==> config.mk <==
export PLATFORM = sky130hd
export DESIGN_NAME = spi_reg_top
export DESIGN_NICKNAME = d
export VERILOG_FILES = /design/src/spi_reg_pkg.sv /design/src/spi_pin_sync.sv /design/src/spi_byte_link.sv /design/src/spi_frame_link.sv /design/src/spi_reg_bank.sv /design/src/spi_reg_top.sv
export SDC_FILE = /design/constraint.sdc
export NUM_CORES = 1
export LEC_CHECK = 0
export BUFFER_PORTS_ARGS = -buffer_cell sky130_fd_sc_hd__buf_2
export CAP_MARGIN = 40
export CORE_MARGIN = 2
export CORE_UTILIZATION = 40
export DETAILED_ROUTE_END_ITERATION = 12
export PLACE_DENSITY = 0.6
export SLEW_MARGIN = 20
export SYNTH_ARGS = -nofsm -noshare
export SYNTH_HDL_FRONTEND = slang
export SYNTH_SLANG_ARGS = --single-unit
==> constraint.sdc <==
create_clock -name clk -period 3.2 [get_ports clk]
set_clock_uncertainty 0.1 [all_clocks]
set_input_delay 0.32 -clock clk [delete_from_list [all_inputs] [get_ports clk]]
set_output_delay 0.32 -clock clk [all_outputs]
set_load 0.03 [all_outputs]
==> src/spi_reg_pkg.sv <==
// SPI register bank definitions
`default_nettype none

package spi_reg_pkg;

  // Frame geometry
  localparam int FRAME_BITS  = 64;
  localparam int FRAME_BYTES = 8;

  // Command opcodes, first byte on the wire
  localparam logic [7:0] OP_WRITE = 8'h01;
  localparam logic [7:0] OP_READ  = 8'h02;

  // Error flag position inside the status byte
  localparam int STATUS_ERR_BIT = 0;

  // Frame layout, top bit down
  // Opcode sits in the low byte since bytes arrive LSB first
  typedef struct packed {
    logic [31:0] data;
    logic [7:0]  pad;
    logic [7:0]  status;
    logic [7:0]  addr;
    logic [7:0]  opcode;
  } spi_frame_t;

  // Same 64 bits seen as a plain word or as decoded fields
  typedef union packed {
    logic [FRAME_BITS-1:0] raw;
    spi_frame_t            fields;
  } spi_frame_u;

endpackage

`default_nettype wire

==> src/spi_pin_sync.sv <==
// SPI pin synchronizer
`timescale 1ns/10ps
`default_nettype none

module spi_pin_sync (
  input  logic clk,
  input  logic resetn,
  input  logic sck,
  input  logic cs_n,
  input  logic copi,
  output logic sck_rise,
  output logic sck_fall,
  output logic sel,
  output logic copi_s
);

  // Two sync stages, SCK carries a third for edge detection
  logic [2:0] sck_q;
  logic [1:0] cs_q;
  logic [1:0] copi_q;

  always_ff @(posedge clk) begin
    if (resetn) begin
      sck_q    <= '0;
      // Chip select idles deasserted
      cs_q     <= '1;
      copi_q   <= '0;
      sck_rise <= 1'b0;
      sck_fall <= 1'b0;
    end else begin
      sck_q    <= {sck_q[1:0], sck};
      cs_q     <= {cs_q[0], cs_n};
      copi_q   <= {copi_q[0], copi};
      // Registered strobes, three cycles after the pin edge
      sck_rise <= sck_q[1] & ~sck_q[2];
      sck_fall <= ~sck_q[1] & sck_q[2];
    end
  end

  assign sel    = ~cs_q[1];
  assign copi_s = copi_q[1];

  // Edge strobes are mutually exclusive
  a_edge_excl: assert property (@(posedge clk) disable iff (resetn)
    !(sck_rise && sck_fall));

endmodule

`default_nettype wire

==> src/spi_byte_link.sv <==
// SPI mode 0 byte shifter
`timescale 1ns/10ps
`default_nettype none

module spi_byte_link (
  input  logic       clk,
  input  logic       resetn,
  input  logic       sck_rise,
  input  logic       sck_fall,
  input  logic       sel,
  input  logic       copi_s,
  input  logic [7:0] tx_byte,
  output logic [7:0] rx_byte,
  output logic       rx_strobe,
  output logic       byte_start,
  output logic       cipo,
  output logic       cipo_oe
);

  // Receive side
  logic [2:0] rx_cnt;
  logic [7:0] rx_shift;
  // Eight rising edges seen, waiting for the closing fall
  logic       rx_full;

  // Transmit side
  logic [7:0] tx_shift;
  // MSB of the current byte still comes straight from tx_byte
  logic       lead;
  logic       sel_q;

  // Falling edge after the eighth rise starts the next byte
  assign byte_start = sel & sck_fall & rx_full;

  always_ff @(posedge clk) begin
    if (resetn) begin
      rx_cnt    <= '0;
      rx_full   <= 1'b0;
      rx_strobe <= 1'b0;
      tx_shift  <= '0;
      lead      <= 1'b0;
      sel_q     <= 1'b0;
    end else begin
      sel_q     <= sel;
      rx_strobe <= byte_start;
      if (!sel) begin
        // Deselect aborts any byte in flight
        rx_cnt   <= '0;
        rx_full  <= 1'b0;
        tx_shift <= '0;
        lead     <= 1'b0;
      end else begin
        if (sck_rise) begin
          rx_cnt  <= rx_cnt + 3'd1;
          rx_full <= (rx_cnt == 3'd7);
        end
        if (!sel_q) begin
          // Select just began, first bit is presented before any clock
          lead <= 1'b1;
        end else if (byte_start) begin
          // Next byte's MSB goes out on this edge
          lead    <= 1'b1;
          rx_full <= 1'b0;
        end else if (sck_fall) begin
          if (lead) begin
            // First fall inside the byte, capture the rest of tx_byte
            tx_shift <= {tx_byte[6:0], 1'b0};
            lead     <= 1'b0;
          end else begin
            tx_shift <= {tx_shift[6:0], 1'b0};
          end
        end
      end
    end
  end

  // Data path, MSB first in
  always_ff @(posedge clk) begin
    if (sel && sck_rise) begin
      rx_shift <= {rx_shift[6:0], copi_s};
    end
    if (byte_start) begin
      rx_byte <= rx_shift;
    end
  end

  assign cipo    = lead ? tx_byte[7] : tx_shift[7];
  assign cipo_oe = sel;

  // Completed bytes only while selected
  a_rx_in_sel: assert property (@(posedge clk) disable iff (resetn)
    rx_strobe |-> sel);

endmodule

`default_nettype wire

==> src/spi_frame_link.sv <==
// SPI frame assembler and reply server
`timescale 1ns/10ps
`default_nettype none

module spi_frame_link (
  input  logic                               clk,
  input  logic                               resetn,
  input  logic                               sel,
  input  logic                               rx_strobe,
  input  logic                               byte_start,
  input  logic [7:0]                         rx_byte,
  input  logic [spi_reg_pkg::FRAME_BITS-1:0] reply_frame,
  output logic [7:0]                         tx_byte,
  output logic                               frame_strobe,
  output logic [spi_reg_pkg::FRAME_BITS-1:0] frame_rx
);

  import spi_reg_pkg::*;

  localparam int CNT_W = $clog2(FRAME_BYTES);

  // Byte position in the frame, advanced at each byte start
  logic [CNT_W-1:0]      byte_cnt;
  logic                  sel_q;
  // Reply held steady for the whole select period
  logic [FRAME_BITS-1:0] snap;
  // Receive word, bytes enter at the top
  logic [FRAME_BITS-1:0] rx_sr;

  always_ff @(posedge clk) begin
    if (resetn) begin
      byte_cnt     <= '0;
      sel_q        <= 1'b0;
      frame_strobe <= 1'b0;
    end else begin
      sel_q <= sel;
      // Count wraps to zero only after all eight bytes
      frame_strobe <= sel & rx_strobe & (byte_cnt == '0);
      if (!sel) begin
        // Short frame is dropped here
        byte_cnt <= '0;
      end else if (byte_start) begin
        byte_cnt <= byte_cnt + 1'b1;
      end
    end
  end

  always_ff @(posedge clk) begin
    // Take the reply when select rises
    if (sel && !sel_q) begin
      snap <= reply_frame;
    end
    // First byte ends up in the low byte
    if (rx_strobe) begin
      rx_sr <= {rx_byte, rx_sr[FRAME_BITS-1:8]};
    end
  end

  assign frame_rx = rx_sr;

  // Reply goes out LSB byte first
  assign tx_byte = snap[{byte_cnt, 3'b000} +: 8];

  // Count held at zero outside a select period
  a_cnt_idle: assert property (@(posedge clk) disable iff (resetn)
    !sel |=> (byte_cnt == '0));

endmodule

`default_nettype wire

==> src/spi_reg_bank.sv <==
// SPI command decoder and register bank
`timescale 1ns/10ps
`default_nettype none

module spi_reg_bank #(
  parameter int REG_COUNT = 8
) (
  input  logic                               clk,
  input  logic                               resetn,
  input  logic                               frame_strobe,
  input  logic [spi_reg_pkg::FRAME_BITS-1:0] frame_rx,
  output logic [spi_reg_pkg::FRAME_BITS-1:0] reply_frame,
  output logic [31:0]                        ctrl
);

  import spi_reg_pkg::*;

  localparam int IDX_W = (REG_COUNT > 1) ? $clog2(REG_COUNT) : 1;

  // Received command and reply under construction
  spi_frame_u       cmd;
  spi_frame_u       reply;

  logic [31:0]      regs [REG_COUNT];
  logic [IDX_W-1:0] idx;

  // Decode
  logic             op_write;
  logic             op_read;
  logic             addr_ok;
  logic             cmd_err;
  logic             wr_en;
  // Register value as it stands after the command
  logic [31:0]      result;

  assign cmd.raw = frame_rx;

  assign op_write = (cmd.fields.opcode == OP_WRITE);
  assign op_read  = (cmd.fields.opcode == OP_READ);
  assign addr_ok  = (int'(cmd.fields.addr) < REG_COUNT);
  assign idx      = cmd.fields.addr[IDX_W-1:0];

  // Unknown opcode or address past the bank
  assign cmd_err = !(op_write || op_read) || !addr_ok;
  assign wr_en   = frame_strobe && op_write && addr_ok;

  // Write returns the new data, read the stored value
  assign result = cmd_err  ? 32'd0 :
                  op_write ? cmd.fields.data : regs[idx];

  always_comb begin
    reply.fields.opcode = cmd.fields.opcode;
    reply.fields.addr   = cmd.fields.addr;
    reply.fields.status = '0;
    reply.fields.status[STATUS_ERR_BIT] = cmd_err;
    reply.fields.pad    = '0;
    reply.fields.data   = result;
  end

  always_ff @(posedge clk) begin
    if (resetn) begin
      for (int i = 0; i < REG_COUNT; i++) begin
        regs[i] <= '0;
      end
      reply_frame <= '0;
    end else if (frame_strobe) begin
      if (wr_en) begin
        regs[idx] <= cmd.fields.data;
      end
      // Served during the next frame
      reply_frame <= reply.raw;
    end
  end

  // Register 0 doubles as the control word
  assign ctrl = regs[0];

  // Truncated write index stays inside the bank
  a_no_bad_write: assert property (@(posedge clk) disable iff (resetn)
    wr_en |-> (int'(idx) < REG_COUNT));

endmodule

`default_nettype wire

==> src/spi_reg_top.sv <==
// SPI register bank peripheral top
`timescale 1ns/10ps
`default_nettype none

module spi_reg_top #(
  parameter int REG_COUNT = 8
) (
  input  logic        clk,
  input  logic        resetn,
  input  logic        sck,
  input  logic        cs_n,
  input  logic        copi,
  output logic        cipo,
  output logic        cipo_oe,
  output logic [31:0] ctrl
);

  import spi_reg_pkg::*;

  // Synced pins and edges
  logic                  sck_rise;
  logic                  sck_fall;
  logic                  sel;
  logic                  copi_s;

  // Byte level
  logic [7:0]            rx_byte;
  logic                  rx_strobe;
  logic                  byte_start;
  logic [7:0]            tx_byte;

  // Frame level
  logic                  frame_strobe;
  logic [FRAME_BITS-1:0] frame_rx;
  logic [FRAME_BITS-1:0] reply_frame;

  spi_pin_sync u_spi_pin_sync (
    .clk      (clk),
    .resetn   (resetn),
    .sck      (sck),
    .cs_n     (cs_n),
    .copi     (copi),
    .sck_rise (sck_rise),
    .sck_fall (sck_fall),
    .sel      (sel),
    .copi_s   (copi_s)
  );

  spi_byte_link u_spi_byte_link (
    .clk        (clk),
    .resetn     (resetn),
    .sck_rise   (sck_rise),
    .sck_fall   (sck_fall),
    .sel        (sel),
    .copi_s     (copi_s),
    .tx_byte    (tx_byte),
    .rx_byte    (rx_byte),
    .rx_strobe  (rx_strobe),
    .byte_start (byte_start),
    .cipo       (cipo),
    .cipo_oe    (cipo_oe)
  );

  spi_frame_link u_spi_frame_link (
    .clk          (clk),
    .resetn       (resetn),
    .sel          (sel),
    .rx_strobe    (rx_strobe),
    .byte_start   (byte_start),
    .rx_byte      (rx_byte),
    .reply_frame  (reply_frame),
    .tx_byte      (tx_byte),
    .frame_strobe (frame_strobe),
    .frame_rx     (frame_rx)
  );

  spi_reg_bank #(
    .REG_COUNT (REG_COUNT)
  ) u_spi_reg_bank (
    .clk          (clk),
    .resetn       (resetn),
    .frame_strobe (frame_strobe),
    .frame_rx     (frame_rx),
    .reply_frame  (reply_frame),
    .ctrl         (ctrl)
  );

endmodule

`default_nettype wire

# == Word level (Yosys, flattened, before mapping) ==
# Memories as Yosys holds them, arrays and structs flattened. A register that Yosys moved wholly into a read port is not among the register bits.
# Index checks and enable logic that the tools add are counted.
# word_totals
regBits,206
ram_bits,256
in_bits,5
output_inout_bits,34
word_cells,70
memories,1
# memory_table
memory,words,word_bits,read_ports,rd_clocked_by_memory_dff,write_ports,line,rtl
u_spi_reg_bank.regs,8,32,2,1,8,spi_reg_bank.sv:24,logic [31:0] regs [REG_COUNT];
# classes
add_sub_neg,2
order_cmp,1
eq_ne,4
shift,1
mux,20
bitwise,10
reduce_logical,13
# ops
op,count
32-bit 2-to-1 mux,3
64-bit by 7-bit indexed part select with 8-bit output,1
32-bit OR reduction,1
1-bit 2-to-1 mux,14
"8-bit by 1-bit equality test with 1-bit output, second input constant",1
"8-bit by 2-bit equality test with 1-bit output, second input constant",1
"8-bit by 4-bit < comparator with 1-bit output, second input constant",1
8-bit 2-to-1 mux,1
"3-bit by 1-bit adder with 3-bit output, second input constant",2
1-bit bitwise AND,6
3-bit 2-to-1 mux,2
1-bit logical AND,4
1-bit NOT,4
"3-bit equality test, second input constant",1
1-bit logical NOT,3
3-bit logical NOT,1
"3-bit != test, second input constant",1
3-bit AND reduction,1
1-bit logical OR,2
2-bit OR reduction,1

# == Logic depth before layout (Yosys ltp) ==
# logic_depth
depth_word,9
mapped_depth,7
ltp_nobuf,4

# == Hierarchy ==
# From an unflattened synthesis, not the netlist that was laid out.
# unflattened
cells_unflattened,1160
area_unflattened_um2,19436.1
# by_module_without_submodules
mod,n_inst,cells_each,area_per_inst_um2,seq_area_each_um2
spi_reg_bank,1,884,13439.1,8668.3
spi_frame_link,1,178,4605.7,3943.8
spi_byte_link,1,79,1148.6,760.7
spi_pin_sync,1,19,242.7,180.2

# == Worst setup path before layout ==
# Ideal clock, no wire load.
# synth_timing
path_type,register to register
start,register u_spi_pin_sync.cs_q[1]
end,register u_spi_frame_link.snap[0] (enable)
setup_time_ns,0.456
t_arrival_ns,2.407
required_ns,2.644
path_slack_ns,0.238
stages_incl_launch_ff,2
n_path_buf,0
period_less_slack_ns,2.962
cell_sequence,dfxtp_1 nor2_1
# synth_via
elab_chain_len,2
# synth_rtl
item,line,rtl
start: declaration,spi_pin_sync.sv:19,logic [1:0] cs_q;
start signal: assignment,spi_pin_sync.sv:32,"cs_q <= {cs_q[0], cs_n};"
1-bit NOT,spi_pin_sync.sv:40,assign sel = ~cs_q[1];
1-bit logical AND,spi_frame_link.sv:50,if (sel && !sel_q) begin
end signal: assignment,spi_frame_link.sv:51,snap <= reply_frame;
end: declaration,spi_frame_link.sv:26,logic [FRAME_BITS-1:0] snap;
# Every way passes these cells.
# A chain may end at the register's enable or synchronous reset.

# == Final worst setup path ==
# layout_timing
start,register u_spi_frame_link.byte_cnt[1]
end,output port cipo
# layout_via
elab_chain_len,2
# layout_rtl
item,line,rtl
start: declaration,spi_frame_link.sv:23,logic [CNT_W-1:0] byte_cnt;
start signal: assignment,spi_frame_link.sv:43,byte_cnt <= byte_cnt + 1'b1;
64-bit by 7-bit indexed part select with 8-bit output,spi_frame_link.sv:62,"assign tx_byte = snap[{byte_cnt, 3'b000} +: 8];"
1-bit 2-to-1 mux,spi_byte_link.sv:87,assign cipo = lead ? tx_byte[7] : tx_shift[7];
end: declaration,spi_reg_top.sv:13,"output logic cipo,"
# Every way passes these cells.

==> summary.txt <==
Synthesis
  – Cells after Synth: 1240
  – Ys flop type: edfxtp_1
  – Synth Register Bits: 464
  – Synth area leaders: edfxtp_1 62%, and2_1 8.5%, dfxtp_1 8.4%
  – Post-Syn Area: 18700 sq um
  – Yosys top cell area share: 61.7%
  – Mean Syn Cell Area: 15.1 sq um
  – Count leader, synth: edfxtp_1
  – Synth warn: 0
  – Leading area contributor after synthesis: edfxtp_1
  – Syn Nets: 1249
  – Netlist cell types: 39
  – EDFF count, synth: 385
  – Seq/Total Area, Yosys: 70.1%
  – Synth top cells by count: 385 x edfxtp_1, 256 x and2_1, 91 x mux2i_1, 81 x nor2_1, 79 x dfxtp_1
  – Async S/R FF share, synth: 0%

Timing
  – F_max: 373 MHz
  – Setup tns final: 0 ns
  – Period minus WS final: 2.68 ns
  – Unrepaired setup endpoints after global routing: no
  – Rel. slew slack: 51.8%
  – Final number of max-transition violations: 0
  – Worst-margin pin slew: 0.722 ns
  – Setup violations, final: 0
  – Final period util: 83.9%
  – Final Hold Viols: 0

Die
  – Die Height: 220 um
  – I/O pin cnt: 39
  – Initial Utilization: 40.4%
  – FP Rows: 79
  – Area of the die: 48600 sq um
  – Core area: 46400 sq um
  – Die width: 220 um

Critical path
  – Crit path cell chain: mux4_2 -> a21oi_1 -> a21oi_1 -> buf_2
  – Critical Path RT: 2.78 ns
  – Crit-path max cell delay: 0.72 ns
  – Worst path most repeated cell: a21oi_1
  – CP Max Fanout: 13
  – Slowest-stage cell, CP: dfxtp_1
  – Crit start category: flop
  – WS Path Type: reg2out
  – Crit path DAT: 2.26 ns
  – Endpoint type of the worst setup path: output pin

Status
  – Outcome: finished, final reports clean

Cells and area
  – Reg area: 13200 sq um
  – Final net count: 1296
  – Synth-to-layout area growth: 13.9%
  – Share of cells above drive strength 1: 16.5%
  – Post-route cell area: 21300 sq um
  – Fillers: 3975
  – Core Util, Final: 46.1%
  – Area of the multi-input gates: 5250 sq um

GRT
  – GRT overflow: 0
  – Pin count of the biggest net entering global routing: 50
  – Number of global-route vias before repair: 10300
  – Initial antenna violation count: 1
  – GRT Overall Usage: 18.4%
  – First-pass GRT wire length: 65.7 mm

Placement
  – Port Buf Inserts: 38
  – DP Wirelength: 26.6 mm
  – Routability Congestion: 0.794
  – Post-DP Area: 19800 sq um

CTS
  – Clk sink count: 464
  – CTS Root Cell: clkbuf_16
  – TritonCTS clock tree: built
  – Clk_lat worst skew: 0.58 ns
  – H-Tree Depth: 2
  – Reg clk slew, reported paths: 0.06 ns
  – Clock Tree Buf Depth: 3
  – Total CTS buffers: 47

Power
  – Pwr/cell area: 581 nW/um^2
  – Lkg Pwr: 0.00758 uW
  – Pwr Total: 12400 uW
  – Worst vdd ir: 0.000369 V

Drt
  – Detail Route Antenna Nets: 0
  – DRC Markers: 0
  – DR vias: 10100
  – Number of vias per cell: 5.24
  – DRT Pass-1 Iters: 5
  – 1st-iter DRT viols: 861
  – WL/cell: 22.5 um
  – Routed WL: 43.6 mm

Job
  – Max_cap viols: 0

Worst hold path
  – Hold WC Path Type: in2reg
cell usage in the layout, fill, tap and decap left out, drive strengths merged:
cell type | netlist | layout
and2 | 256 | 256
mux2 | 2 | 2
nor2b | 7 | 7
and3b | 1 | 1
nor3b | 2 | 2
nand2b | 4 | 4
nand4 | 1 | 1
nor4b | 2 | 2
inv | 6 | 8
a211oi | 39 | 39
o41ai | 1 | 1
mux2i | 91 | 91
nand3 | 4 | 4
o21ai | 2 | 2
xor2 | 1 | 1
o31ai | 32 | 32
clkinv | 0 | 18
nand2 | 40 | 40
nor3 | 14 | 14
nor2 | 81 | 81
nor4 | 3 | 3
or2 | 13 | 13
clkbuf | 59 | 63
diode | 0 | 1
or3 | 1 | 1
dlygate4sd3 | 0 | 3
nand3b | 1 | 1
ha | 4 | 4
a21oi | 9 | 9
clkinvlp | 0 | 2
o21a | 1 | 1
buf | 21 | 75
a311oi | 2 | 2
o22ai | 32 | 32
edfxtp | 385 | 385
bufinv | 0 | 3
xnor2 | 3 | 3
mux4 | 40 | 40
nand4b | 1 | 1
dfxtp | 79 | 79
cells by family after synthesis:
family	Yosys count	synth area share, %
buffers and inverters	86	2.10
XOR/XNOR	4	0.187
flip-flops	464	70.1
adder cells (fa/ha/maj)	4	0.267
AO/OA/AOI/OAI	118	4.39
AND/OR/NAND/NOR	431	13.2
multiplexers	133	9.79
per-layer routing:
metal	track usage, %	wire length [um]	up-vias
met5	0	0	-
met4	6.71	1250	0
met3	2.61	1760	65
met2	30.2	21200	240
met1	25.1	19300	5148
li1	-	-	4674
critical path, delay by kind of cell, from the launching register on:
kind,cells,cell delay [ns]
buffers and inverters,1,0.22
multiplexers,1,0.44
flip-flops,1,0.72
AO/OA/AOI/OAI,2,0.31
metrics by stage:
stage          worst slack (ns)  instances  hold slack (ns)
5_1_grt                   0.401       1933            0.232
2_1_floorplan             0.238       1240            0.283
6_report                  0.516       1934            0.202
3_5_place_dp              0.561       1842            0.295
3_3_place_gp              0.603       1840            0.291
4_1_cts                   0.493       1933            0.188
registers in the layout (all words and copies together) (netlist names), 2 cells and up, named ones only:
signal and count:
u_spi_byte_link.rx_cnt 3, u_spi_pin_sync.sck_q 3, u_spi_frame_link.byte_cnt 3, u_spi_pin_sync.cs_q 2
u_spi_byte_link.rx_shift 8, u_spi_byte_link.rx_byte 8, u_spi_pin_sync.copi_q 2, u_spi_byte_link.tx_shift 7
u_spi_frame_link.snap 49, u_spi_frame_link.frame_rx 64, u_spi_reg_bank.regs 256, u_spi_reg_bank.reply_frame 49
cell type report:
cell class | count | share of cell area, %
Clock buffer | 63 | 6.18
Inverter | 6 | 0.105
Timing Repair Buffer | 78 | 2.90
Clock inverter | 25 | 1.05
Antenna cell | 1 | 0.0117
Multi-Input combinational cell | 690 | 24.6
Tap cell | 607 | 3.56
Sequential cell | 464 | 61.6
worst paths after layout:
| check | from | to | slack, ns | depth (start not counted) |
|---|---|---|---|---|
| max | u_spi_frame_link.byte_cnt[1] | cipo | 0.52 | 4 |
| min | resetn | u_spi_reg_bank.reply_frame[0] | 0.20 | 3 |
| max reg2reg | u_spi_frame_link.frame_rx[2] | u_spi_reg_bank.regs[3][4] | 0.62 | 5 |
| min reg2reg | u_spi_pin_sync.sck_q[1] | u_spi_pin_sync.sck_fall | 0.31 | 1 |
where the power goes:
part           switching (uW)  internal [uW]  total [uW]
registers                46.9           6620        6670
logic                     174           87.5         262
clock network            2310           3150        5470
total                    2530           9870       12400
repair_timing:
| action | in CTS | in global routing |
|---|---|---|
| hold buffers | 3 | 0 |
| endpoints found under the hold margin | 3 | 0 |
| setup buffers | 0 | 0 |
| resized for setup | 0 | 0 |
Power figures use the tool's default switching activity.
